$ cat src/include/core_settings.svh
`ifndef CORE_SETTINGS_SVH
`define CORE_SETTINGS_SVH

// data word width.
`define XLEN 32

// 64 physical registers.
`define TAG_WIDTH 6

`define IQ_SIZE 8
`define SQN_WIDTH 5

// issue to result ready.
`define DIV_CYCLES (`XLEN + 2)

`endif

$ cat src/rtl/execOpsPkg.sv
`default_nettype none

`include "core_settings.svh"

package execOpsPkg;

    typedef enum logic {
        FU_INT = 1'b0,
        FU_DIV = 1'b1
    } FuType;

    typedef enum logic [2:0] {
        ADD, SUB, AND, OR, XOR, SLL, SRL, SLT
    } AluOp;

    typedef enum logic [1:0] {
        DIV, DIVU, REM, REMU
    } DivOp;

    // raw op field, decoded by fu.
    typedef logic [2:0] Op;

    typedef union packed {
        struct packed {
            logic [`XLEN-`TAG_WIDTH-1:0] upper;
            logic [`TAG_WIDTH-1:0] tag;    // source tag when immB is clear.
        } tagView;
        logic [`XLEN-1:0] imm;             // full immediate.
    } OperandB;

endpackage

`default_nettype wire

$ cat src/rtl/coreTypesPkg.sv
`default_nettype none

`include "core_settings.svh"

package coreTypesPkg;
    import execOpsPkg::*;

    typedef logic [`XLEN-1:0] Word;

    // tag 0 is the zero register.
    typedef logic [`TAG_WIDTH-1:0] Tag;

    // compared with wraparound.
    typedef logic [`SQN_WIDTH-1:0] SqN;

    typedef struct packed {
        FuType fu;
        Op op;
        Tag tagDst;
        Tag tagA;
        logic immB;
        OperandB operandB;
    } IssueUOp;

endpackage

`default_nettype wire

$ cat src/rtl/execIf.sv
`timescale 1ns/1ps
`default_nettype none

interface IssueIf
    import coreTypesPkg::*;
();
    logic valid;
    IssueUOp uop;
    SqN sqN;
    Word operandA;
    Word operandB;

    modport queue (output valid, output uop, output sqN);
    modport operands (input uop, output operandA, output operandB);
    modport unit (input valid, input uop, input sqN, input operandA, input operandB);
endinterface


`default_nettype wire

$ cat src/rtl/intAlu.sv
`timescale 1ns/1ps
`default_nettype none

module intAlu
    import coreTypesPkg::*;
    import execOpsPkg::*;
(
    input  logic clk,
    input  logic rstN,
    IssueIf.unit iss,
    output logic resValid,
    output Tag resTag,
    output Word resWord
);
    AluOp aluOp;
    Word a;
    Word b;
    Word res;

    assign aluOp = AluOp'(iss.uop.op);
    assign a = iss.operandA;
    assign b = iss.operandB;

    always_comb begin
        case (aluOp)
            ADD: res = a + b;
            SUB: res = a - b;
            AND: res = a & b;
            OR:  res = a | b;
            XOR: res = a ^ b;
            SLL: res = a << b[4:0];    // shift amount is 5 bits.
            SRL: res = a >> b[4:0];
            SLT: res = Word'($signed(a) < $signed(b));
        endcase
    end

    always_ff @(posedge clk or negedge rstN) begin
        if (!rstN)
            resValid <= 1'b0;
        else
            resValid <= iss.valid && iss.uop.fu == FU_INT;
    end

    always_ff @(posedge clk) begin
        resTag <= iss.uop.tagDst;
        resWord <= res;
    end

endmodule

`default_nettype wire

$ cat src/flat_wrapper.sv
// flat-port wrapper written by rule: the top's interface ports become plain ports
module intAlu_flat import coreTypesPkg::*; import execOpsPkg::*;
  (clk, rstN, resValid, resTag, resWord, iss_valid, iss_uop, iss_sqN, iss_operandA, iss_operandB);
  IssueIf iss_i ();
  input  logic clk;
  input  logic rstN;
  output logic resValid;
  output Tag resTag;
  output Word resWord;
  input wire logic [$bits(iss_i.valid)-1:0] iss_valid;
  input wire logic [$bits(iss_i.uop)-1:0] iss_uop;
  input wire logic [$bits(iss_i.sqN)-1:0] iss_sqN;
  input wire logic [$bits(iss_i.operandA)-1:0] iss_operandA;
  input wire logic [$bits(iss_i.operandB)-1:0] iss_operandB;
  assign iss_i.valid = iss_valid;
  assign iss_i.uop = iss_uop;
  assign iss_i.sqN = iss_sqN;
  assign iss_i.operandA = iss_operandA;
  assign iss_i.operandB = iss_operandB;
  intAlu u_core (.clk(clk), .rstN(rstN), .iss(iss_i), .resValid(resValid), .resTag(resTag), .resWord(resWord));
endmodule
$ cat config.mk
export PLATFORM = sky130hd
export DESIGN_NAME = intAlu_flat
export DESIGN_NICKNAME = d
export VERILOG_FILES = /design/src/rtl/execOpsPkg.sv /design/src/rtl/coreTypesPkg.sv /design/src/rtl/execIf.sv /design/src/rtl/intAlu.sv /design/src/flat_wrapper.sv
export VERILOG_INCLUDE_DIRS = /design/src /design/src/include
export SDC_FILE = /design/constraint.sdc
export NUM_CORES = 1
export LEC_CHECK = 0
export BUFFER_PORTS_ARGS = -buffer_cell sky130_fd_sc_hd__buf_2
export CAP_MARGIN = 10
export CORE_MARGIN = 5
export CORE_UTILIZATION = 60
export DETAILED_ROUTE_END_ITERATION = 10
export PLACE_DENSITY = 0.86
export SLEW_MARGIN = 20
export SYNTH_ARGS = -nofsm -noshare
export SYNTH_HDL_FRONTEND = slang
export SYNTH_SLANG_ARGS = --single-unit
$ cat constraint.sdc
create_clock -name clk -period 0.8 [get_ports clk]
set_input_delay 0.04 -clock clk [delete_from_list [all_inputs] [get_ports clk]]
set_output_delay 0.04 -clock clk [all_outputs]
set_load 0.02 [all_outputs]
==> impl_metrics.tcl, run 1 <==
set metrics [dict create \
    start_util_pct 61.4 \
    die_h_um 132 \
    ys.warnings.count 0 \
    synth_top_family_by_area "compound AO/OA/AOI/OAI gates" \
    htree_num_levels 2 \
    grt_max_degree 59 \
    grt_pass1_wl_mm 125 \
    track_usage_pct 89.9 \
    cts.sinks 39 \
    stop_stage "5_1_grt" \
    io_pins 160 \
    syn_avg_cell_area_um2 7.08 \
    num_rows 44 \
    netlist_area_um2 8990 \
    synth_ff_type "dfxtp_1" \
    yosysMostFrequentCell "nor2_1" \
    post_dp_cell_area_um2 13000 \
    synthesis.nets 1490 \
    status "stopped before the end" \
    numPortBuffers 115 \
    ys_seq_area_share_pct 8.74 \
    synth-compound-area-share_pct 33.3 \
    synthCells 1270 \
    yosys.area_share.simple_pct 17.2 \
    synth_area_leaders "ha_1, dfxtp_1, mux4_2, a21oi_1, nor2_1" \
    synth_top_area_cell "ha_1" \
    grt_pass1_vias 18957 \
    root_buffer "clkbuf_16" \
    hpwl_mm 39.0 \
    synth_edf_count 0 \
    synth_xor_area_share_pct 2.53 \
    error "[ERROR GRT-0116] Global routing finished with congestion. Check the congestion regions in the DRC Viewer." \
    place_inst 1918 \
    synth-async-reset-ratio_pct 2.56 \
    synth-seq-cells 39 \
    ys_types 76 \
    die_w_um 132 \
    synth.top_cell.area_share_pct 13.5 \
    overflow 716 \
    yosys-top-cells-count "nor2_1, a21oi_1, ha_1, inv_1, nand2_1" \
    numCtsBuffers 5 \
    cts_buffer_depth 2 \
    routabilityCongestion 1.21 \
    yosys.area_share.adder_pct 13.9 \
    synth_mux_area_share_pct 15.6 \
]
## metrics by stage
step           hold WS [ns]  setup slack, ns
4_1_cts              0.0467            -1.97
3_5_place_dp         -0.184            -2.45
3_3_place_gp         -0.186            -2.09
2_1_floorplan        -0.256            -1.94
## logic make-up after synthesis
logic type / after synthesis
AO/OA/AOI/OAI: 457
AND/OR/NAND/NOR: 349
buffers and inverters: 203
adder cells (fa/ha/maj): 99
multiplexers: 97
flip-flops: 39
XOR/XNOR: 26
## metal layers
layer,GRT overflow,global-route usage (%)
met1,20,83.4
met2,447,107
met3,22,78.7
met4,222,99.0
met5,5,41.7
## what timing repair did
item                                    in CTS
hold buffers                                 9
pin swaps                                   40
buffers inserted                            14
gates resized for setup                    191
hold endpoints to repair                     8
cloned                                       3
endpoints found under the setup margin      65
==> run 2, diff against run 1 <==
- CORE_UTILIZATION: 60 -> 40
- PLACE_DENSITY: 0.86 -> default
- PLACE_DENSITY_LB_ADDON: default -> 0.15
==> impl_metrics.tcl, run 2 <==
set metrics [dict create \
    status "finished with violations" \
    violations "negative setup slack" \
    yosysMostFrequentCell "nor2_1" \
    synth-async-reset-ratio_pct 2.56 \
    synth-seq-cells 39 \
    ant_nets 0 \
    num_rows 54 \
    syn2layout_area_growth_pct 67.2 \
    root_buffer "clkbuf_16" \
    start_util_pct 41.0 \
    numCtsBuffers 5 \
    start_kind "input port" \
    drtPass1Iterations 5 \
    ys_types 76 \
    ys_seq_area_share_pct 8.74 \
    wire_per_inst_um 23.0 \
    top_regs "u_core.resWord: 32 flops, u_core.resTag: 6 flops, u_core.resValid: 1 flops" \
    power_density_nw_per_um2 1070 \
    synth_edf_count 0 \
    overflow 0 \
    leakagePower_nw 7.03 \
    largest_register_ffs 32 \
    core_region_area_um2 22000 \
    die_w_um 160 \
    path_common_cell "o311ai_2" \
    ir_worst_vdd_uv 871 \
    yosys-top-cells-count "nor2_1, a21oi_1, ha_1, inv_1, nand2_1" \
    wl_met3_mm 3.83 \
    drv_slew 0 \
    drv_cap 0 \
    fin_ws_ns -1.71 \
    cts_buffer_depth 2 \
    min_period_ns 2.51 \
    synth_area_leaders "ha_1, dfxtp_1, mux4_2, a21oi_1, nor2_1" \
    cp_cell_sequence "buf_2 > inv_1 > ha_1 > inv_2 > nor3_1 > a221oi_1 > buf_4 > and4_1 > a21bo_1 > o311ai_2 > o311ai_2 > xor2_1 > o211ai_1" \
    fin_nets 2033 \
    track_usage_pct 34.5 \
    num_vias 12595 \
    post-route-drc-count 0 \
    setup-violations-final 40 \
    critPathArrivalTime_ns 2.72 \
    routabilityCongestion 1.03 \
    synthesis.nets 1490 \
    layout_commonest_cell "buf_4" \
    rsz0062_at_grt "yes" \
    worstMarginPinSlew_ns 0.771 \
    hpwl_mm 38.0 \
    top_layer_used "met4" \
    met2_length_mm 22.0 \
    die-area_um2 25600 \
    cp.required_ns 1.01 \
    cp-end-kind "flip-flop" \
    finalPower_w 0.0161 \
    cts.sinks 39 \
    layout_common_cells "buf_4, nor2_1, a21oi_1, inv_1, ha_1" \
    drtIter0Drc 1387 \
    netlist_area_um2 8990 \
    synth.top_cell.area_share_pct 13.5 \
    cts_tree "built" \
    m1WireLength_mm 18.9 \
    die_h_um 160 \
    crit_buf_inv 4 \
    max_stage_delay_ns 0.44 \
    via_per_inst 6.01 \
    slowest_stage "ha_1" \
    dp_slack_ns -2.22 \
    hold_viol 0 \
    regMostFlops "u_core.resWord" \
    antenna_found_initial 0 \
    post-route-period-util_pct 313 \
    fill_cells 1920 \
    grt_pass1_wl_mm 69.5 \
    grt_max_degree 59 \
    drive_above_1_share_pct 47.7 \
    cp_max_fo 4 \
    path_class "input port to flip-flop" \
    syn_avg_cell_area_um2 7.08 \
    io_pins 160 \
    fmax_mhz 399 \
    ys.warnings.count 0 \
    synth_ff_type "dfxtp_1" \
    synthCells 1270 \
    critical_path.top_delay_family "compound AO/OA/AOI/OAI gates" \
    clk_pin_slew_ns 0.07 \
    hp-class "input port to asynchronous set/reset pin" \
    htree_num_levels 2 \
    numPortBuffers 115 \
    synth_top_area_cell "ha_1" \
    finalWirelength_mm 48.2 \
    grt_pass1_vias 11782 \
    slew_headroom_pct 48.6 \
]
==> run 2: cell counts after synthesis <==
No cell type changed its count.
==> run 2: layer usage <==
metal | track usage [%] | vias up
met4 | 20.6 | 0
met1 | 44.3 | 5985
met3 | 3.43 | 134
li1 | - | 5797
met2 | 56.2 | 679
met5 | 0 | -
==> run 2: worst max path at each step <==
stage / to / from / cells after the start / slack, ns
6_report: u_core.resWord[30] / iss_operandB[24] / 13 / -1.71
5_1_grt: u_core.resWord[26] / iss_operandA[0] / 14 / -1.80
4_1_cts: u_core.resWord[30] / iss_operandB[0] / 12 / -1.73
3_5_place_dp: u_core.resWord[30] / iss_operandA[0] / 13 / -2.22
3_3_place_gp: u_core.resWord[30] / iss_operandA[0] / 13 / -2.18
2_1_floorplan: u_core.resWord[14] / iss_operandB[2] / 15 / -1.94
==> run 2: cell type report <==
class | instances | area (µm²) | area share [%]
antenna | 1 | 2.50 | 0.0166
clock buffer | 5 | 125 | 0.832
clock inverter | 3 | 15.0 | 0.0998
inverter | 112 | 458 | 3.04
multi-input combinational | 1028 | 8300 | 55.2
sequential | 39 | 826 | 5.49
tap | 280 | 350 | 2.33
timing repair buffer | 627 | 4960 | 33.0
==> run 2: logic make-up (layout without fill, tap and decap cells) <==
group	count (synthesis)	after routing	share of synthesized area [%]
AO/OA/AOI/OAI	457	457	33.3
multiplexers	97	97	15.6
adder cells (fa/ha/maj)	99	99	13.9
buffers and inverters	203	747	8.71
flip-flops	39	39	8.74
other	0	1	0
XOR/XNOR	26	26	2.53
AND/OR/NAND/NOR	349	349	17.2
==> run 2: power by group <==
part | internal (W) | total, W | switching [W]
sequential | 0.00228 | 0.00244 | 0.000162
clock | 0.00114 | 0.00212 | 0.000976
combinational | 0.00550 | 0.0115 | 0.00600
total | 0.00892 | 0.0161 | 0.00714
==> run 2: timing repair <==
action | CTS | global route
gates resized for setup | 131 | 173
endpoints found under the setup margin | 62 | 69
hold buffers | 9 | 0
buffers inserted | 11 | 26
hold endpoints to repair | 8 | 0
pin swaps | 24 | 53
gates cloned | 1 | 2
==> run 2: per-stage QoR <==
stage	util [%]	area, µm²	std cells	setup TNS [ns]	hold WS [ns]
global placement	60.6	13300	2037	-60.75	-0.186
global route	68.5	15000	2094	-47.80	0.0412
floorplan	-	9420	1270	-48.92	-0.256
detailed placement	60.6	13300	2037	-61.39	-0.184
finish	68.5	15000	2095	-44.73	0.0467
CTS	64.2	14100	2066	-45.38	0.0421
Power figures use the tool's default switching activity.
==> run 3, diff against run 2 <==
- SKIP_CTS_REPAIR_TIMING: default -> 1
==> impl_metrics.tcl, run 3 (synthesized netlist as in run 2, its figures left out) <==
set metrics [dict create \
    status "finished with violations" \
    violations "negative setup slack" \
    cp_max_fo 6 \
    hold_viol 0 \
    ir_worst_vdd_uv 880 \
    grt_pass1_wl_mm 68.2 \
    path_class "input port to flip-flop" \
    place_inst 2037 \
    instances_no_fill 2067 \
    layout_commonest_cell "buf_4" \
    htree_num_levels 2 \
    die_h_um 160 \
    routabilityCongestion 1.03 \
    drv_slew 0 \
    layout_common_cells "buf_4, nor2_1, a21oi_1, inv_1, nand2_1" \
    swShare_pct 44.5 \
    post_dp_cell_area_um2 13300 \
    fin_ws_ns -1.84 \
    slew_headroom_pct 53.1 \
    antenna_found_initial 0 \
    root_buffer "clkbuf_16" \
    fmax_mhz 379 \
    final_area_um2 14500 \
    die_w_um 160 \
    track_usage_pct 33.9 \
    numPortBuffers 115 \
    power_frac_clock_pct 13.7 \
    drive_above_1_share_pct 44.2 \
    worstMarginPinSlew_ns 0.703 \
    top_regs "u_core.resWord: 32 flops, u_core.resTag: 6 flops, u_core.resValid: 1 flops" \
    min_period_ns 2.64 \
    overflow 0 \
    cp-end-kind "flip-flop" \
    rsz0062_at_grt "yes" \
    hpwl_mm 38.0 \
    finalWirelength_mm 47.1 \
    syn2layout_area_growth_pct 60.9 \
    switching_power_w 0.00690 \
    grt_pass1_vias 11570 \
    clk_pin_slew_ns 0.07 \
    grt_max_degree 59 \
    die-area_um2 25600 \
    regMostFlops "u_core.resWord" \
    power_density_nw_per_um2 1070 \
    power_frac_seq_pct 15.7 \
    post-route-period-util_pct 330 \
    core_region_area_um2 22000 \
    hp-class "input port to asynchronous set/reset pin" \
    cts_buffer_depth 2 \
    cts.sinks 39 \
    cts_tree "built" \
    num_rows 54 \
    num_vias 12383 \
    setup-violations-final 39 \
    diodes 0 \
    drtPass1Iterations 7 \
    cp.required_ns 0.96 \
    leakagePower_nw 6.80 \
    drv_cap 0 \
    post-route-drc-count 0 \
    via_per_inst 5.99 \
    largest_register_ffs 32 \
    wire_per_inst_um 22.8 \
    io_pins 160 \
    numCtsBuffers 5 \
    post-route-util_pct 65.9 \
    setup_tns_ns -46.35 \
    critPathArrivalTime_ns 2.80 \
    drtIter0Drc 1300 \
    ant_nets 0 \
    start_kind "input port" \
    p_comb_share_pct 70.6 \
    fin_nets 2006 \
    intPower_w 0.00861 \
    start_util_pct 41.0 \
]
[run 3: cell types whose count changed in the layout (fill, tap and decap cells not counted), sizes merged]
cell   change
diode      -1
buf       -27
[run 3: worst paths after layout]
path / start / end / slack (ns) / cells after the start
max in group asynchronous: rstN / u_core.resValid / 0.64 / 2
worst max-delay path: iss_operandA[0] / u_core.resWord[30] / -1.84 / 13
min in group clk: iss_uop[45] / u_core.resWord[0] / 0.33 / 4
worst min-delay path: rstN / u_core.resValid / 0.08 / 2
[run 3: cell type report]
| type | count | area (µm²) |
|---|---|---|
| Clock buffer | 5 | 125 |
| Clock inverter | 3 | 15.0 |
| Fill cell | 1980 | 7490 |
| Inverter | 112 | 458 |
| Multi-Input combinational cell | 1028 | 8040 |
| Sequential cell | 39 | 823 |
| Tap cell | 280 | 350 |
| Timing Repair Buffer | 600 | 4660 |
[run 3: layer usage]
| metal | vias up | GRT usage, % | routed length (µm) |
|---|---|---|---|
| met4 | 0 | 20.3 | 3260 |
| li1 | 5727 | - | - |
| met3 | 120 | 2.53 | 3450 |
| met2 | 630 | 54.8 | 21500 |
| met5 | - | 0 | 0 |
| met1 | 5906 | 44.3 | 18900 |
[run 3: critical path, stage by stage]
cell and delay (ns):
buf_8 0.08, inv_6 0.03, ha_4 0.15, fa_2 0.36, nor2_4 0.13, o221ai_4 0.12
a221oi_4 0.33, a31oi_2 0.16, o21a_2 0.26, o41a_1 0.51, o311ai_2 0.32, xor2_1 0.18
o211ai_1 0.11
[run 3: through the flow]
stage	power [W]	setup slack, ns	hold WS [ns]
floorplan	0.00744	-1.94	-0.256
global placement	0.0121	-2.18	-0.186
detailed placement	0.0122	-2.22	-0.184
CTS	0.0143	-1.93	-0.500
global route	0.0163	-1.94	0.0685
finish	0.0155	-1.84	0.0805
[run 3: power by group through the flow]
stage | combinational, W | sequential, W | clock [W]
2_1_floorplan | 0.00473 | 0.00270 | 0
3_3_place_gp | 0.00978 | 0.00237 | 0
3_5_place_dp | 0.00982 | 0.00237 | 0
4_1_cts | 0.00987 | 0.00233 | 0.00213
5_1_grt | 0.0116 | 0.00246 | 0.00223
6_report | 0.0110 | 0.00244 | 0.00212
==> run 4, diff against run 3 <==
--- a/config.mk
+++ b/config.mk
@@ -13,4 +13,5 @@
 export DETAILED_ROUTE_END_ITERATION = 10
 export PLACE_DENSITY_LB_ADDON = 0.15
+export RECOVER_POWER = 100
 export SKIP_CTS_REPAIR_TIMING = 1
 export SLEW_MARGIN = 20
==> constraint.sdc (replaced) <==
create_clock -name clk -period 0.8 [get_ports clk]
set_input_delay 0.04 -clock clk [delete_from_list [all_inputs] [get_ports clk]]
set_output_delay 0.04 -clock clk [all_outputs]
set_load 0.005 [all_outputs]
==> impl_metrics.tcl, run 4 (synthesized netlist as in run 2, its figures left out) <==
set metrics [dict create \
    post-route-period-util_pct 328 \
    overflow 0 \
    die_h_um 160 \
    slew_headroom_pct 52.7 \
    fin_nets 2006 \
    post_dp_cell_area_um2 13300 \
    via_per_inst 5.96 \
    hp-class "input port to asynchronous set/reset pin" \
    root_buffer "clkbuf_16" \
    power_density_nw_per_um2 1040 \
    violations "negative setup slack" \
    layout_commonest_cell "buf_4" \
    diodes 0 \
    hpwl_mm 38.0 \
    routabilityCongestion 1.03 \
    power_frac_clock_pct 14.3 \
    drtPass1Iterations 7 \
    fmax_mhz 381 \
    rsz0062_at_grt "yes" \
    cts_buffer_depth 2 \
    track_usage_pct 33.9 \
    die-area_um2 25600 \
    cp.required_ns 0.96 \
    numCtsBuffers 5 \
    post-route-drc-count 0 \
    die_w_um 160 \
    start_kind "input port" \
    wire_per_inst_um 22.7 \
    io_pins 160 \
    min_period_ns 2.62 \
    antenna_found_initial 0 \
    instances_no_fill 2067 \
    regMostFlops "u_core.resWord" \
    num_rows 54 \
    cts_tree "built" \
    intPower_w 0.00832 \
    num_vias 12321 \
    clk_pin_slew_ns 0.07 \
    top_regs "u_core.resWord: 32 flops, u_core.resTag: 6 flops, u_core.resValid: 1 flops" \
    drtIter0Drc 1352 \
    htree_num_levels 2 \
    switching_power_w 0.00651 \
    drv_slew 0 \
    swShare_pct 43.9 \
    status "finished with violations" \
    leakagePower_nw 6.71 \
    syn2layout_area_growth_pct 58.5 \
    worstMarginPinSlew_ns 0.710 \
    core_region_area_um2 22000 \
    p_comb_share_pct 69.8 \
    numPortBuffers 115 \
    ir_worst_vdd_uv 841 \
    cts.sinks 39 \
    setup-violations-final 33 \
    largest_register_ffs 32 \
    power_frac_seq_pct 15.9 \
    critPathArrivalTime_ns 2.78 \
    finalWirelength_mm 46.9 \
    grt_pass1_vias 11570 \
    ant_nets 0 \
    place_inst 2037 \
    start_util_pct 41.0 \
    setup_tns_ns -45.97 \
    fin_ws_ns -1.82 \
    cp_max_fo 6 \
    layout_common_cells "buf_4, nor2_1, a21oi_1, inv_1" \
    final_area_um2 14300 \
    drive_above_1_share_pct 42.5 \
    grt_pass1_wl_mm 68.2 \
    path_class "input port to flip-flop" \
    cp-end-kind "flip-flop" \
    grt_max_degree 59 \
    drv_cap 0 \
    hold_viol 0 \
]
## run 4: changes by cell type in the layout (fill, tap and decap cells not counted), sizes merged
cell,previous run,this run
buf,585,570
clkbuf,11,26
## run 4: metrics by stage
stage | hold slack [ns] | util [%] | total power [W] | setup slack [ns]
finish | 0.0534 | 64.9 | 0.0148 | -1.82
CTS | -0.500 | 61.2 | 0.0140 | -1.93
global placement | -0.186 | 60.6 | 0.0118 | -2.18
global route | 0.0440 | 64.9 | 0.0156 | -1.94
detailed placement | -0.184 | 60.6 | 0.0119 | -2.22
floorplan | -0.256 | - | 0.00711 | -1.94
## run 4: per-layer routing
| layer | vias to the layer above | routed length, µm | share of wire (%) | global-route usage, % |
|---|---|---|---|---|
| met3 | 105 | 3350 | 7.1 | 2.53 |
| met1 | 5878 | 19000 | 40 | 44.3 |
| met5 | - | 0 | 0 | 0 |
| met2 | 607 | 21500 | 46 | 54.8 |
| met4 | 0 | 3100 | 6.6 | 20.3 |
| li1 | 5731 | - | - | - |
## run 4: power groups by stage
stage	combinational [W]	clock [W]	sequential [W]
2_1_floorplan	0.00473	0	0.00238
3_3_place_gp	0.00945	0	0.00237
3_5_place_dp	0.00949	0	0.00237
4_1_cts	0.00955	0.00213	0.00233
5_1_grt	0.0110	0.00225	0.00238
6_report	0.0103	0.00212	0.00236
## run 4: worst max-delay path: stages
cell and delay, ns:
buf_8 0.08, inv_6 0.03, ha_4 0.14, fa_2 0.36
nor2_4 0.12, o221ai_4 0.12, a221oi_4 0.33, a31oi_2 0.16
o21a_2 0.27, o41a_1 0.51, o311ai_2 0.32, xor2_1 0.18
o211ai_1 0.11
## run 4: final timing paths
check,depth (start not counted),endpoint,start,slack (ns)
min,2,u_core.resValid,rstN,0.05
max in group asynchronous,2,u_core.resValid,rstN,0.66
max,13,u_core.resWord[30],iss_operandA[0],-1.82
min in group clk,5,u_core.resWord[15],iss_operandA[15],0.32
## run 4: cell type report
cell class | count | area (µm²)
Clock inverter | 3 | 15.0
Sequential cell | 39 | 801
Timing Repair Buffer | 600 | 4460
Clock buffer | 5 | 125
Inverter | 112 | 458
Multi-Input combinational cell | 1028 | 8040
Fill cell | 2017 | 7700
Tap cell | 280 | 350
