## src/include/core_settings.svh

```systemverilog
`ifndef CORE_SETTINGS_SVH
`define CORE_SETTINGS_SVH

// data word width.
`define XLEN 32

// 64 physical registers.
`define TAG_WIDTH 6

`define IQ_SIZE 8
`define SQN_WIDTH 5

// issue to result ready.
`define DIV_CYCLES (`XLEN + 2)

`endif

```

## src/rtl/execOpsPkg.sv

```systemverilog
`default_nettype none

`include "core_settings.svh"

package execOpsPkg;

    typedef enum logic {
        FU_INT = 1'b0,
        FU_DIV = 1'b1
    } FuType;

    typedef enum logic [2:0] {
        ADD, SUB, AND, OR, XOR, SLL, SRL, SLT
    } AluOp;

    typedef enum logic [1:0] {
        DIV, DIVU, REM, REMU
    } DivOp;

    // raw op field, decoded by fu.
    typedef logic [2:0] Op;

    typedef union packed {
        struct packed {
            logic [`XLEN-`TAG_WIDTH-1:0] upper;
            logic [`TAG_WIDTH-1:0] tag;    // source tag when immB is clear.
        } tagView;
        logic [`XLEN-1:0] imm;             // full immediate.
    } OperandB;

endpackage

`default_nettype wire

```

## src/rtl/coreTypesPkg.sv

```systemverilog
`default_nettype none

`include "core_settings.svh"

package coreTypesPkg;
    import execOpsPkg::*;

    typedef logic [`XLEN-1:0] Word;

    // tag 0 is the zero register.
    typedef logic [`TAG_WIDTH-1:0] Tag;

    // compared with wraparound.
    typedef logic [`SQN_WIDTH-1:0] SqN;

    typedef struct packed {
        FuType fu;
        Op op;
        Tag tagDst;
        Tag tagA;
        logic immB;
        OperandB operandB;
    } IssueUOp;

endpackage

`default_nettype wire

```

## src/rtl/execIf.sv

```systemverilog
`timescale 1ns/1ps
`default_nettype none

interface IssueIf
    import coreTypesPkg::*;
();
    logic valid;
    IssueUOp uop;
    SqN sqN;
    Word operandA;
    Word operandB;

    modport queue (output valid, output uop, output sqN);
    modport operands (input uop, output operandA, output operandB);
    modport unit (input valid, input uop, input sqN, input operandA, input operandB);
endinterface


`default_nettype wire

```

## src/rtl/divider.sv

```systemverilog
`timescale 1ns/1ps
`default_nettype none

`include "core_settings.svh"

module divider
    import coreTypesPkg::*;
    import execOpsPkg::*;
(
    input  logic clk,
    input  logic rstN,
    IssueIf.unit iss,
    input  logic taken,
    output logic busy,
    output logic resValid,
    output Tag resTag,
    output Word resWord
);
    localparam int STEPS = `DIV_CYCLES - 2;    // one load and one fixup cycle.
    localparam int STEP_W = $clog2(STEPS + 1);
    localparam logic [STEP_W-1:0] LAST_STEP = STEP_W'(STEPS);

    logic start;
    logic signedOp;
    logic running;
    DivOp issOp;
    DivOp curOp;
    Word dividend;
    Word divisor;
    Word quo;
    Word rem;
    Word qFix;
    Word rFix;
    logic negQ;
    logic negR;
    logic divZero;
    logic [STEP_W-1:0] step;
    logic [`XLEN:0] trial;
    logic [`XLEN:0] diff;

    assign issOp = DivOp'(iss.uop.op);
    assign start = iss.valid && iss.uop.fu == FU_DIV;
    assign signedOp = issOp == DIV || issOp == REM;
    assign running = busy && !resValid;

    // quo shifts the dividend out and the quotient in.
    assign trial = {rem, quo[`XLEN-1]};
    assign diff = trial - {1'b0, divisor};

    // min / -1 already comes out as min, remainder 0.
    always_comb begin
        qFix = negQ ? -quo : quo;
        rFix = negR ? -rem : rem;
        if (divZero) begin
            qFix = '1;
            rFix = dividend;
        end
    end

    always_ff @(posedge clk or negedge rstN) begin
        if (!rstN) begin
            busy <= 1'b0;
            resValid <= 1'b0;
            step <= '0;
        end else if (start) begin
            busy <= 1'b1;
            step <= '0;
        end else if (resValid && taken) begin
            busy <= 1'b0;
            resValid <= 1'b0;
        end else if (running) begin
            if (step != LAST_STEP)
                step <= step + 1'b1;
            else
                resValid <= 1'b1;    // held until written back.
        end
    end

    always_ff @(posedge clk) begin
        if (start) begin
            curOp <= issOp;
            resTag <= iss.uop.tagDst;
            dividend <= iss.operandA;
            quo <= (signedOp && iss.operandA[`XLEN-1]) ? -iss.operandA : iss.operandA;
            divisor <= (signedOp && iss.operandB[`XLEN-1]) ? -iss.operandB : iss.operandB;
            rem <= '0;
            negQ <= signedOp && (iss.operandA[`XLEN-1] ^ iss.operandB[`XLEN-1]);
            negR <= signedOp && iss.operandA[`XLEN-1];
            divZero <= iss.operandB == '0;
        end else if (running) begin
            if (step != LAST_STEP) begin
                rem <= diff[`XLEN] ? trial[`XLEN-1:0] : diff[`XLEN-1:0];
                quo <= {quo[`XLEN-2:0], !diff[`XLEN]};
            end else begin
                resWord <= (curOp == DIV || curOp == DIVU) ? qFix : rFix;
            end
        end
    end

endmodule

`default_nettype wire

```

## src/flat_wrapper.sv

```systemverilog
// flat-port wrapper written by rule: the top's interface ports become plain ports
module divider_flat import coreTypesPkg::*; import execOpsPkg::*;
  (clk, rstN, taken, busy, resValid, resTag, resWord, iss_valid, iss_uop, iss_sqN, iss_operandA, iss_operandB);
  IssueIf iss_i ();
  input  logic clk;
  input  logic rstN;
  input  logic taken;
  output logic busy;
  output logic resValid;
  output Tag resTag;
  output Word resWord;
  input wire logic [$bits(iss_i.valid)-1:0] iss_valid;
  input wire logic [$bits(iss_i.uop)-1:0] iss_uop;
  input wire logic [$bits(iss_i.sqN)-1:0] iss_sqN;
  input wire logic [$bits(iss_i.operandA)-1:0] iss_operandA;
  input wire logic [$bits(iss_i.operandB)-1:0] iss_operandB;
  assign iss_i.valid = iss_valid;
  assign iss_i.uop = iss_uop;
  assign iss_i.sqN = iss_sqN;
  assign iss_i.operandA = iss_operandA;
  assign iss_i.operandB = iss_operandB;
  divider u_core (.clk(clk), .rstN(rstN), .iss(iss_i), .taken(taken), .busy(busy), .resValid(resValid), .resTag(resTag), .resWord(resWord));
endmodule
```

## config.mk

```make
export PLATFORM = sky130hd
export DESIGN_NAME = divider_flat
export DESIGN_NICKNAME = d
export VERILOG_FILES = /design/src/rtl/execOpsPkg.sv /design/src/rtl/coreTypesPkg.sv /design/src/rtl/execIf.sv /design/src/rtl/divider.sv /design/src/flat_wrapper.sv
export VERILOG_INCLUDE_DIRS = /design/src /design/src/include
export SDC_FILE = /design/constraint.sdc
export NUM_CORES = 1
export LEC_CHECK = 0
export ABC_CLOCK_PERIOD_IN_PS = 4800
export BUFFER_PORTS_ARGS = -buffer_cell sky130_fd_sc_hd__buf_2
export CAP_MARGIN = 20
export CORE_MARGIN = 3
export CORE_UTILIZATION = 63
export DETAILED_ROUTE_END_ITERATION = 6
export PLACE_DENSITY = 0.92
export SKIP_CTS_REPAIR_TIMING = 1
export SLEW_MARGIN = 20
export SYNTH_ARGS = -nofsm -noshare
export SYNTH_HDL_FRONTEND = slang
export SYNTH_SLANG_ARGS = --single-unit
```

## constraint.sdc

```tcl
create_clock -name clk -period 4.8 [get_ports clk]
set_input_delay 0.96 -clock clk [delete_from_list [all_inputs] [get_ports clk]]
set_output_delay 0.96 -clock clk [all_outputs]
set_load 0.02 [all_outputs]
```

# After elaboration in Yosys (flattened, before gate mapping)
# Cells that the tools add are included.
# classes
addsub	6
n_eq_ne	5
muxes	20
n_bitwise	3
reduce_logical	22
# op_table
cell	count
$mux W32	11
$neg A32 Y32	4
$sub A33 B32 Y33	1
$logic_not A32 Y1	1
$mux W6	4
$reduce_and A3 Y1	3
$reduce_bool A2 Y1	4
$add A6 B1 Y6 const B	1
$logic_and A1 B1 Y1	6
$ne A6 B6 Y1 const B	1
$mux W1	5
$logic_not A2 Y1	2
$ne A2 B1 Y1 const B	2
$reduce_and A2 Y1	2
$eq A2 B1 Y1 const B	1
$eq A2 B2 Y1 const B	1
$logic_not A1 Y1	2
$logic_or A1 B1 Y1	2
$not A1 Y1	2
$xor A1 B1 Y1	1
# totals
reg_bits	179
in_bits	122
out_inout_bits	40
wordCells	69

# Depth between registers and ports, before layout
# Gate-level depths: netlist of the first run.
# logic_depth
ltp_word	5
mapped_depth	13
ltp_nobuf	12

# Least setup slack after synthesis of the first run
# OpenSTA, ideal clock, no wires.
# synth_timing
path_kind	input port to flip-flop
start	input iss_valid
end	register u_core.quo[0], data pin
setup_time_ps	374
arrival_time_ps	3698
required_time_ps	4426
setup_slack_ps	728
stages	4
n_path_buf	1
cell_sequence	nand2_1 inv_1 clkbuf_1 o21ai_0
# synth_between
elab_chain_cells	2
# synth_lines
item	line_no	source
from (decl)	flat_wrapper.sv:12	input wire logic [$bits(iss_i.valid)-1:0] iss_valid;
$logic_and A1 B1 Y1	divider.sv:42	assign start = iss.valid && iss.uop.fu == FU_DIV;
net u_core.start	divider.sv:23	logic start;
$mux W32	divider.sv:80	if (start) begin
to (signal assigned)	divider.sv:84	quo <= (signedOp && iss.operandA[`XLEN-1]) ? -iss.operandA : iss.operandA;
to (signal assigned)	divider.sv:93	quo <= {quo[`XLEN-2:0], !diff[`XLEN]};
to (decl)	divider.sv:30	Word quo;
# The timed path passes the listed nets, and every way through them passes these cells.
# A chain may end at the register's enable or synchronous reset.

# Worst setup path in the final report of the first run
# layout_timing
start	register u_core.quo[31]
end	register u_core.rem[9]
# layout_between
elab_chain_cells	2
# layout_lines
item	line_no	source
$sub A33 B32 Y33	divider.sv:48	assign diff = trial - {1'b0, divisor};
$mux W32	divider.sv:92	rem <= diff[`XLEN] ? trial[`XLEN-1:0] : diff[`XLEN-1:0];
to (signal assigned)	divider.sv:92	
to (decl)	divider.sv:31	Word rem;
# Every way passes these cells.

==> metrics, run 1 <==
share of power burned in registers=36.0%; required time worst endpoint=5.13 ns; # rows=48; met1 demand-to-capacity share in global routing=between 30% and 40%; final hold violation count=0; most frequently used cell type in the post-synthesis netlist=sky130_fd_sc_hd__nand2_1; post-route clock period utilization=79.7%; GRT Overall Usage=27.4%; clock root buffer=sky130_fd_sc_hd__clkbuf_16; number of warning messages in the yosys log=0; arrival time at the worst endpoint=4.16 ns; vias per std cell=6.25; final count of negative-setup-slack endpoints=0; share of synthesized cell area in and, or, nand and nor gates=15.5%; power dissipated by switching net loads=2500 uW; cells taking the most area after synthesis=sky130_fd_sc_hd__edfxtp_1 37%, sky130_fd_sc_hd__xnor2_1 5.8%, sky130_fd_sc_hd__xor2_1 5.8%; area leader, netlist=sky130_fd_sc_hd__edfxtp_1; TNS Setup=0 ns; final std cell area, no fill=12500 sq um; fraction of registers with async set/reset=4.49%; via count of the first global-routing pass=between 9000 and 10000; Primary FF master, synth=sky130_fd_sc_hd__edfxtp_1; area enclosed by the die boundary=19500 sq um; maximum achievable frequency=261 MHz; library cell contributing the largest single delay on the critical path=sky130_fd_sc_hd__buf_4; minimum clock period=3.83 ns; length of the first detailed-routing pass in iterations=5; Via Count=around 9300; synthesized netlist cell count=1154; number of nets at the end of the flow=about 1400; routability cong.=0.917; combinational group share of total power=between 40% and 50%; final global-route overflow total=0; type of destination of the critical path=flip-flop; delay of the slowest cell on the worst path=0.51 ns; area overhead of the layout relative to synthesis=11.6%; fraction of met3 tracks used by global routing=4.19%; CP Max Fanout=60; starting density of the core=64.7%; placed cells=1459; placed wire-length estimate=19200 um; compound-cell area share of the yosys netlist=19.0%; routing layer with the top usage in global route=met2; clock power share=22.4%; fraction of synthesized cell area in xor and xnor cells=11.6%; DR DRC count=0; met2 track demand over resource in global routing=48.3%; Worst slew margin=~24%; clock latency on the worst-skew pair=~0.45 ns; cts bufs inserted=17; starting DRC count in detailed routing=993; instance area after placement=12000 sq um; layout cell share with drive strength beyond 1=15.9%; IR drop worst, VDD=~0.42 mV; width of the die=140 um; Synth Area per Inst=9.74 sq um; Seq/Total Area, Yosys=approximately 44%; largest net degree at the start of global routing=61; remaining antenna violation count after routing=0; Layout Skew=0.0134 ns; cell area after technology mapping=11200 sq um; setup slack of the most critical reg-to-reg path=0.97 ns; routed wire length=27000 um; synthesized-area fraction occupied by adder cells=approximately 4.4%; Hold Path Class=in -> async; count of pins over their slew limit=0; number of antenna repair diodes=0; crit start category=flip-flop; global-route wire length before repair=~44000 um; critical path start-end classification=reg -> reg; # port buffers=116; worst hold slack=0.336 ns; Non-Filler Instances=1491; initial antenna violation count=0; Sw Share=40.0%; number of violations of the max-capacitance limit=0; internal power summed over all cells=3740 uW; Clock Pin Slew Worst Setup and Hold Paths=approximately 0.070 ns; FF+latch count, synth=178; portion of synthesized cell area occupied by the leading cell type=36.9%; leakage power summed over all cells=0.00497 uW; clock net sink count=178; detailed-route wire length per cell=18.1 um; ordered cell list for the critical path=inv_1 -> ha_1 -> fa_1 -> nor2b_1 -> o31ai_1 -> a21oi_1 -> o22ai_2 -> o311ai_1 -> nand2_1 -> a211oi_4 -> buf_4 -> mux2i_1 -> o21ai_1; CTS max path bufs=2; EDFF count, synth=138; main combinational cell family by area after synthesis=compound AO/OA/AOI/OAI gates; total core area=~17000 sq um; top cells by count, synth=140 x sky130_fd_sc_hd__nand2_1, 138 x sky130_fd_sc_hd__edfxtp_1, 91 x sky130_fd_sc_hd__o21ai_0; Worst-Margin Slew=1.14 ns; multiplexer share of the synthesized area=0.980%; outcome=finished, final reports clean; Top-Level Pins=162; power density over cell area=roughly 500 nW/um^2; synthesized netlist net count=roughly 1300; level count of the clock H-tree=4; vertical die dimension=140 um; post-synthesis cell type count=between 70 and 80; TritonCTS clock tree=built; RSZ-0062 raised after global routing=no; total power=6230 uW
-- worst max-delay path, delay by kind of cell (launching register included) --
family | cells | cell delay (ns)
muxes | 1 | 0.26
DFF | 1 | 0.35
and+or+nand+nor | 2 | 0.39
adders and majority gates | 2 | 0.65
buffers and inverters | 2 | 0.63
AOI/OAI and AO/OA | 6 | 1.41
-- per-layer routing --
layer,vias up,wire (um)
li1,4462,-
met1,4402,10500
met2,387,13900
met3,71,1700
met4,0,929
met5,-,0
-- placed cells by master (no fill, tap or decap), types with 7 or more instances in the layout --
cell type / n
sky130_fd_sc_hd__a21o_1: 11
sky130_fd_sc_hd__a21oi_1: 69
sky130_fd_sc_hd__a31oi_1: 10
sky130_fd_sc_hd__buf_2: 116
sky130_fd_sc_hd__buf_4: 12
sky130_fd_sc_hd__clkbuf_16: 17
sky130_fd_sc_hd__dfrtp_1: 8
sky130_fd_sc_hd__dfxtp_1: 32
sky130_fd_sc_hd__edfxtp_1: 138
sky130_fd_sc_hd__ha_1: 38
sky130_fd_sc_hd__inv_1: 54
sky130_fd_sc_hd__inv_6: 7
sky130_fd_sc_hd__mux2i_1: 11
sky130_fd_sc_hd__nand2_1: 139
sky130_fd_sc_hd__nand2b_1: 17
sky130_fd_sc_hd__nand3_1: 39
sky130_fd_sc_hd__nand4_1: 8
sky130_fd_sc_hd__nor2_1: 65
sky130_fd_sc_hd__nor2b_1: 7
sky130_fd_sc_hd__nor3_1: 14
sky130_fd_sc_hd__nor4_1: 7
sky130_fd_sc_hd__o21ai_0: 91
sky130_fd_sc_hd__o21ai_1: 7
sky130_fd_sc_hd__o22a_1: 21
sky130_fd_sc_hd__o311ai_0: 24
sky130_fd_sc_hd__o31ai_1: 24
sky130_fd_sc_hd__o41ai_1: 13
sky130_fd_sc_hd__or4_1: 8
sky130_fd_sc_hd__or4_4: 7
sky130_fd_sc_hd__xnor2_1: 75
sky130_fd_sc_hd__xor2_1: 74
-- worst paths after layout --
path                                 from         endpoint  depth (start not counted)
max                        u_core.quo[31]    u_core.rem[9]                         13
min                                  rstN  u_core.resValid                          1
max reg2reg                u_core.quo[31]    u_core.rem[9]                         13
min reg2reg                u_core.quo[31]    u_core.rem[0]                          2
max in group asynchronous            rstN   u_core.step[2]                          1
min in group clk           u_core.quo[31]    u_core.rem[0]                          2
-- logic make-up (layout without fill, tap and decap cells) --
kind of cell               count (synthesis)  after routing
muxes                                     11             11
AOI/OAI and AO/OA                        322            322
adders and majority gates                 39             39
DFF                                      178            178
xor gates and xnor gates                 149            149
and+or+nand+nor                          352            352
buffers and inverters                    103            215
-- power groups by stage --
stage,Combinational [uW],Clock (uW),Sequential (uW)
6_report,2590,1400,2240
5_1_grt,2860,1460,2270
4_1_cts,2570,1400,2230
3_5_place_dp,2530,0,2270
3_3_place_gp,2450,0,2250
2_1_floorplan,2010,0,2170
-- area by class of cell --
cell class / count / area (sq um)
multi-input cells: 873 / 5810
flip-flops and latches: 178 / 4980
fillers: 1232 / 4810
repair buffers: 128 / 671
clock buffers: 17 / 425
well taps: 225 / 282
inverters: 55 / 208
clock inverters: 15 / 161
-- flip-flops by register name, summed over array words and instances (netlist names), 6 cells and up --
| name | flops |
|---|---|
| u_core.dividend | 32 |
| u_core.rem | 32 |
| u_core.resTag | 6 |
| u_core.divisor | 32 |
| u_core.step | 6 |
| u_core.quo | 32 |
| u_core.resWord | 32 |
-- per-stage QoR --
stage / setup WS, ns / utilization (%)
global placement: 1.15 / 68.9
CTS: 1.04 / 72.3
finish: 0.973 / 72.3
detailed placement: 1.08 / 68.9
floorplan: 0.728 / -
global route: 0.742 / 72.3
(Power assumes the default switching activity.)
==> run 2: changes to the inputs <==
ABC_CLOCK_PERIOD_IN_PS = 3540   (was 4800)
CORE_UTILIZATION = 58   (was 63)
PLACE_DENSITY = 0.86   (was 0.92)
clock period = 3.54 ns   (was 4.8 ns; I/O delays follow)
==> run 2 against run 1 <==
Net effect:
- sequential share of layout area shrank 0.24 points
- via count grew 0.42%
- clock power grew 27%
- register-to-register slack lost 0.79 ns
- sequential power grew 35%
- highest routed layer unchanged
- hold slack lost 0.24 ns
- global-route usage shrank 2.6 points
- count of clock-buffer cells in the layout grew 2
==> metrics, run 2 (synthesis results as in run 1) <==
outcome=finished, final reports clean (unchanged); routed wire length=26500 um (was 27000 um); total core area=18900 sq um (was 17400 sq um); Crit. path cell count=13 (unchanged); vias per std cell=6.11 (was 6.25); critical path start-end classification=reg -> reg (unchanged); area enclosed by the die boundary=21100 sq um (was 19500 sq um); length of the first detailed-routing pass in iterations=7 (was 5); layout cell share with drive strength beyond 1=16.1% (was 15.9%); required time worst endpoint=3.84 ns (was 5.13 ns); Layout Skew=0.00954 ns (was 0.0134 ns); number of violations of the max-capacitance limit=0 (unchanged); worst reg2reg path endpoint=u_core.rem[14] (was u_core.rem[9]); crit start category=flip-flop (unchanged); starting density of the core=59.5% (was 64.7%); Top-Level Pins=162 (unchanged); family of cells with the greatest summed delay on the critical path=compound AO/OA/AOI/OAI gates (unchanged); CP Max Fanout=60 (unchanged); cts bufs inserted=17 (unchanged); leakage power summed over all cells=0.00499 uW (was 0.00497 uW); minimum clock period=3.36 ns (was 3.83 ns); delay of the slowest cell on the worst path=0.40 ns (was 0.51 ns); library cell contributing the largest single delay on the critical path=sky130_fd_sc_hd__fa_1 (was sky130_fd_sc_hd__buf_4); ordered cell list for the critical path=inv_1 -> ha_1 -> fa_1 -> nor2b_1 -> o31ai_1 -> a21oi_1 -> o22ai_2 -> o311ai_2 -> nand2_1 -> a211oi_4 -> buf_12 -> mux2i_1 -> o21ai_1 (was inv_1 -> ha_1 -> fa_1 -> nor2b_1 -> o31ai_1 -> a21oi_1 -> o22ai_2 -> o311ai_1 -> nand2_1 -> a211oi_4 -> buf_4 -> mux2i_1 -> o21ai_1); worst slack at placement=0.152 ns (was 1.08 ns); worst flop-to-flop path startpoint=u_core.quo[31] (unchanged); vertical die dimension=145 um (was 140 um); TNS Setup=0 ns (unchanged); count of pins over their slew limit=0 (unchanged); global-route wire length before repair=43100 um (was 43600 um); Worst slew margin=28.9% (was 24.1%); TritonCTS clock tree=built (unchanged); Worst-Margin Slew=1.07 ns (was 1.14 ns); worst-case setup margin in the final layout=0.184 ns (was 0.973 ns); number of fill cells=1507 (was 1232); width of the die=145 um (was 140 um); RSZ-0062 raised after global routing=no (unchanged); number of antenna repair diodes=0 (unchanged); routability cong.=0.910 (was 0.917); final count of negative-setup-slack endpoints=0 (unchanged); clock latency on the worst-skew pair=0.43 ns (was 0.45 ns); clock root buffer=sky130_fd_sc_hd__clkbuf_16 (unchanged); DR DRC count=0 (unchanged); Critical Path Source=u_core.quo[31] (unchanged); post-route clock period utilization=94.8% (was 79.7%); area overhead of the layout relative to synthesis=12.3% (was 11.6%); GRT Overall Usage=24.8% (was 27.4%); Buffers & Inverters on Critical Path=2 (unchanged); Hold Path Class=in -> async (unchanged); starting DRC count in detailed routing=999 (was 993); detailed-route wire length per cell=17.3 um (was 18.1 um); clock net sink count=178 (unchanged); maximum achievable frequency=298 MHz (was 261 MHz); Via Count=9361 (was 9322); CTS max path bufs=2 (unchanged); worst-case reg-to-reg path depth=13 (unchanged); largest net degree at the start of global routing=61 (unchanged); arrival time at the worst endpoint=3.65 ns (was 4.16 ns); level count of the clock H-tree=4 (unchanged); final global-route overflow total=0 (unchanged); IR drop worst, VDD=0.471 mV (was 0.416 mV); leading cell type in the layout, fill and taps excluded=sky130_fd_sc_hd__nand2_1 (unchanged); type of destination of the critical path=flip-flop (unchanged); number of nets at the end of the flow=1421 (was 1414); # rows=50 (was 48); # port buffers=116 (unchanged); initial antenna violation count=0 (unchanged); most frequent cells in the layout=139 x sky130_fd_sc_hd__nand2_1, 138 x sky130_fd_sc_hd__edfxtp_1, 116 x sky130_fd_sc_hd__buf_2 (unchanged); via count of the first global-routing pass=8844 (was 9087); Clock Pin Slew Worst Setup and Hold Paths=0.07 ns (about the same); final hold violation count=0 (unchanged); placed wire-length estimate=19100 um (was 19200 um); power density over cell area=664 nW/um^2 (was 497 nW/um^2); setup slack of the most critical reg-to-reg path=0.18 ns (was 0.97 ns); remaining antenna violation count after routing=0 (unchanged)
## run 2: per-stage QoR
stage / area [sq um] / total power (uW) / hold slack [ns] / util (%) / cells
3_5_place_dp: 12100 / 6560 / 0.478 / 63.9 / 1501
3_3_place_gp: 12100 / 6450 / 0.475 / 63.9 / 1501
2_1_floorplan: 11200 / 5660 / 0.412 / - / 1154
6_report: 12600 / 8380 / 0.0954 / 66.8 / 1532
5_1_grt: 12600 / 8900 / 0.0927 / 66.8 / 1532
4_1_cts: 12600 / 8340 / 0.0932 / 66.7 / 1532
## run 2: metal layers
layer / global-route usage [%] / vias to the layer above / part of all wire [%]
li1: - / 4476 / -
met1: 31.0 / 4478 / 41
met2: 43.2 / 348 / 51
met3: 3.47 / 59 / 5.6
met4: 10.7 / 0 / 3.1
met5: 0 / - / 0
## run 2: power breakdown
group | switching (uW) | internal, uW
registers | 414 | 2600
clock network | 813 | 965
logic | 2070 | 1520
## run 2: how the worst max path moves through the flow
stage	to	slack, ns
final	u_core.rem[14]	0.18
after global routing	u_core.rem[14]	0.03
after CTS	u_core.rem[14]	0.13
after detailed placement	u_core.rem[14]	0.15
after global placement	u_core.rem[14]	0.19
after floorplan	u_core.divisor[29]	0.64
## run 2: worst register-to-register path: stages (launching register included)
cell and delay [ns]:
sky130_fd_sc_hd__edfxtp_1 0.36, sky130_fd_sc_hd__inv_1 0.10, sky130_fd_sc_hd__ha_1 0.24, sky130_fd_sc_hd__fa_1 0.40
sky130_fd_sc_hd__nor2b_1 0.18, sky130_fd_sc_hd__o31ai_1 0.13, sky130_fd_sc_hd__a21oi_1 0.26, sky130_fd_sc_hd__o22ai_2 0.15
sky130_fd_sc_hd__o311ai_2 0.36, sky130_fd_sc_hd__nand2_1 0.17, sky130_fd_sc_hd__a211oi_4 0.27, sky130_fd_sc_hd__buf_12 0.27
sky130_fd_sc_hd__mux2i_1 0.25, sky130_fd_sc_hd__o21ai_1 0.08
## run 2: area by class of cell
class / count / area [sq um] / area share, %
Clock buffer: 19 / 433 / 3.43
Timing Repair Buffer: 135 / 736 / 5.83
Tap cell: 260 / 325 / 2.58
Inverter: 55 / 208 / 1.65
Clock inverter: 12 / 109 / 0.863
Multi-Input combinational cell: 873 / 5820 / 46.1
Sequential cell: 178 / 4980 / 39.5
==> run 3: changes to the inputs <==
ABC_AREA = 1   (was default)
CORE_UTILIZATION = 60   (was 58)
PLACE_DENSITY = 0.87   (was 0.86)
==> run 3 against run 2 <==
Net effect:
- register-to-register slack improved by 0.44 ns
- cell count rose by 54%
- design area increased by 18%
- die area is 14% higher
- global-route usage is 8.7 points higher
- critical path type unchanged
==> metrics, run 3 <==
outcome=finished, final reports clean (unchanged); instance area after placement=14200 sq um (was 12100 sq um); Sw Share=43.7% (was 39.3%); area leader, netlist=sky130_fd_sc_hd__edfxtp_1 (unchanged); final global-route overflow total=0 (unchanged); number of warning messages in the yosys log=0 (unchanged); cells taking the most area after synthesis=sky130_fd_sc_hd__edfxtp_1 31%, sky130_fd_sc_hd__nand2_1 17%, sky130_fd_sc_hd__inv_1 8.6% (was sky130_fd_sc_hd__edfxtp_1 37%, sky130_fd_sc_hd__xnor2_1 5.8%, sky130_fd_sc_hd__xor2_1 5.8%); worst flop-to-flop path startpoint=u_core.quo[31] (unchanged); clock root buffer=sky130_fd_sc_hd__clkbuf_16 (unchanged); Seq/Total Area, Yosys=37.3% (was 44.4%); count of pins over their slew limit=0 (unchanged); routability cong.=1.00 (was 0.910); Layout Skew=0.0170 ns (was 0.00954 ns); TritonCTS clock tree=built (unchanged); leakage power summed over all cells=0.00734 uW (was 0.00499 uW); Hold Path Class=in -> async (unchanged); combinational group share of total power=39.6% (was 42.8%); # port buffers=116 (unchanged); area overhead of the layout relative to synthesis=11.1% (was 12.3%); detailed-route wire length per cell=17.1 um (was 17.3 um); width of the die=155 um (was 145 um); routed wire length=40200 um (was 26500 um); fraction of registers with async set/reset=4.49% (unchanged); starting DRC count in detailed routing=1696 (was 999); most frequent cells in the layout=607 x sky130_fd_sc_hd__nand2_1, 306 x sky130_fd_sc_hd__inv_1, 202 x sky130_fd_sc_hd__nor2_1 (was 139 x sky130_fd_sc_hd__nand2_1, 138 x sky130_fd_sc_hd__edfxtp_1, 116 x sky130_fd_sc_hd__buf_2); placed wire-length estimate=31000 um (was 19100 um); global-route wire length before repair=64200 um (was 43100 um); # rows=53 (was 50); routing layer with the top usage in global route=met2 (unchanged); cell area after technology mapping=13400 sq um (was 11200 sq um); post-layout utilization of the core=69.2% (was 66.8%); power density over cell area=573 nW/um^2 (was 664 nW/um^2); post-route clock period utilization=82.4% (was 94.8%); EDFF count, synth=138 (unchanged); portion of synthesized cell area occupied by the leading cell type=31.0% (was 36.9%); critical path start-end classification=reg -> reg (unchanged); RSZ-0062 raised after global routing=no (unchanged); Worst slew margin=52.9% (was 28.9%); setup slack of the most critical reg-to-reg path=0.62 ns (was 0.18 ns); vertical die dimension=155 um (was 145 um); top cells by count, synth=607 x sky130_fd_sc_hd__nand2_1, 306 x sky130_fd_sc_hd__inv_1, 202 x sky130_fd_sc_hd__nor2_1 (was 140 x sky130_fd_sc_hd__nand2_1, 138 x sky130_fd_sc_hd__edfxtp_1, 91 x sky130_fd_sc_hd__o21ai_0); layout cell share with drive strength beyond 1=10.9% (was 16.1%); type of destination of the critical path=flip-flop (unchanged); Primary FF master, synth=sky130_fd_sc_hd__edfxtp_1 (unchanged); initial antenna violation count=0 (unchanged); synthesized netlist cell count=1963 (was 1154); FF+latch count, synth=178 (unchanged); share of power burned in registers=36.6% (was 36.0%); GRT Overall Usage=33.5% (was 24.8%); minimum clock period=2.92 ns (was 3.36 ns); final count of negative-setup-slack endpoints=0 (unchanged); CTS max path bufs=2 (unchanged); length of the first detailed-routing pass in iterations=6 (was 7); number of violations of the max-capacitance limit=0 (unchanged); final hold violation count=0 (unchanged); level count of the clock H-tree=4 (unchanged); required time worst endpoint=3.88 ns (was 3.84 ns); Critical Path Source=u_core.quo[31] (unchanged); worst reg2reg path endpoint=u_core.rem[0] (was u_core.rem[14]); leading cell type in the layout, fill and taps excluded=sky130_fd_sc_hd__nand2_1 (unchanged); via count of the first global-routing pass=12500 (was 8844); remaining antenna violation count after routing=0 (unchanged); met1 demand-to-capacity share in global routing=48.4% (was 31.0%); maximum achievable frequency=343 MHz (was 298 MHz); internal power summed over all cells=4790 uW (was 5080 uW); number of nets at the end of the flow=2228 (was 1421); DR DRC count=0 (unchanged); CP Max Fanout=27 (was 60); most frequently used cell type in the post-synthesis netlist=sky130_fd_sc_hd__nand2_1 (unchanged); post-synthesis cell type count=50 (was 77); Clock Pin Slew Worst Setup and Hold Paths=0.08 ns (was 0.07 ns); total core area=21500 sq um (was 18900 sq um); Worst-Margin Slew=0.707 ns (was 1.07 ns); synthesized netlist net count=2124 (was 1315); Via Count=13400 (was 9361); IR drop worst, VDD=0.443 mV (was 0.471 mV); power dissipated by switching net loads=3720 uW (was 3300 uW); largest net degree at the start of global routing=60 (was 61); final std cell area, no fill=14900 sq um (was 12600 sq um); clock net sink count=178 (unchanged); arrival time at the worst endpoint=3.25 ns (was 3.65 ns); fraction of met3 tracks used by global routing=7.87% (was 3.47%); clock power share=23.8% (was 21.2%); worst-case reg-to-reg path depth=17 (was 13); worst hold slack=0.0910 ns (was 0.0954 ns); starting density of the core=62.2% (was 59.5%); cts bufs inserted=17 (unchanged); clock latency on the worst-skew pair=0.45 ns (was 0.43 ns); capturing element of the worst setup path=u_core.rem[0] (was u_core.rem[14]); vias per std cell=5.68 (was 6.11); TNS Setup=0 ns (unchanged); met2 track demand over resource in global routing=50.3% (was 43.2%); Synth Area per Inst=6.81 sq um (was 9.74 sq um); crit start category=flip-flop (unchanged); Top-Level Pins=162 (unchanged); area enclosed by the die boundary=24100 sq um (was 21100 sq um)
[run 3: cell count changes after synthesis, moves of 14 or more]
cell,before,now
sky130_fd_sc_hd__nand2_1,140,607
sky130_fd_sc_hd__inv_1,55,306
sky130_fd_sc_hd__nor2_1,66,202
sky130_fd_sc_hd__nand3_1,39,162
sky130_fd_sc_hd__xnor2_1,75,10
sky130_fd_sc_hd__nor3_1,14,49
sky130_fd_sc_hd__o311ai_0,24,0
sky130_fd_sc_hd__a21oi_1,70,49
sky130_fd_sc_hd__o22a_1,21,0
sky130_fd_sc_hd__o31ai_1,24,4
sky130_fd_sc_hd__nand2b_1,17,0
sky130_fd_sc_hd__xor2_1,74,59
sky130_fd_sc_hd__nand4_1,8,22
[run 3: critical path: stages, from the launching register on]
cell and delay, ns:
sky130_fd_sc_hd__edfxtp_1 0.45, sky130_fd_sc_hd__inv_1 0.12, sky130_fd_sc_hd__ha_1 0.24, sky130_fd_sc_hd__fa_1 0.40, sky130_fd_sc_hd__inv_1 0.10, sky130_fd_sc_hd__nand3_1 0.07
sky130_fd_sc_hd__nand2_1 0.20, sky130_fd_sc_hd__nand2_1 0.10, sky130_fd_sc_hd__nand2_2 0.11, sky130_fd_sc_hd__nand2_1 0.07, sky130_fd_sc_hd__nand2_2 0.12, sky130_fd_sc_hd__nand2_4 0.09
sky130_fd_sc_hd__nand2_4 0.08, sky130_fd_sc_hd__nand2_4 0.07, sky130_fd_sc_hd__nand2_4 0.27, sky130_fd_sc_hd__nand2_1 0.11, sky130_fd_sc_hd__nand3_1 0.12, sky130_fd_sc_hd__nand2_1 0.06
[run 3: power by group through the flow]
| stage | sequential (uW) | combinational, uW | clock (uW) |
|---|---|---|---|
| after detailed placement | 3130 | 3240 | 0 |
| after CTS | 3090 | 3280 | 2030 |
| after global routing | 3140 | 3760 | 2120 |
| after floorplan | 3010 | 2390 | 0 |
| final | 3120 | 3370 | 2020 |
| after global placement | 3110 | 3130 | 0 |
[run 3: worst min path at each step]
stage | from | to | slack, ns | depth (start not counted)
6_report | rstN | u_core.step[5] | 0.09 | 1
5_1_grt | rstN | u_core.step[5] | 0.09 | 1
4_1_cts | rstN | u_core.resValid | 0.09 | 1
3_5_place_dp | u_core.rem[20] | u_core.rem[20] | 0.49 | 2
3_3_place_gp | u_core.rem[2] | u_core.rem[2] | 0.47 | 2
2_1_floorplan | rstN | u_core.busy | 0.41 | 0
[run 3: per-stage QoR]
stage / power, uW / setup WS [ns] / cells
floorplan: 5400 / 0.0107 / 1963
global placement: 6240 / 0.804 / 2323
detailed placement: 6370 / 0.712 / 2323
CTS: 8390 / 0.661 / 2355
global route: 9020 / 0.413 / 2355
finish: 8510 / 0.625 / 2356
[run 3: cell type report]
| type | instances | area (sq um) |
|---|---|---|
| Clock inverter | 15 | 206 |
| Tap cell | 275 | 344 |
| Clock buffer | 17 | 425 |
| Timing Repair Buffer | 135 | 736 |
| Multi-Input combinational cell | 1417 | 6960 |
| Antenna cell | 1 | 2.50 |
| Fill cell | 1853 | 6630 |
| Sequential cell | 178 | 4980 |
| Inverter | 318 | 1200 |
[run 3: kinds of logic after synthesis]
family          after synthesis  synth area share [%]
compound gates              200                  8.40
fa+ha+maj                    39                  3.71
flops                       178                  37.3
xor+xnor                     69                  4.52
buf+inv                     368                  10.8
simple gates               1109                  35.3
[run 3: per-layer routing]
layer | part of all wire [%] | wire length (um)
met1 | 42 | 16700
met2 | 43 | 17400
met3 | 12 | 4920
met4 | 2.9 | 1170
met5 | 0 | 0
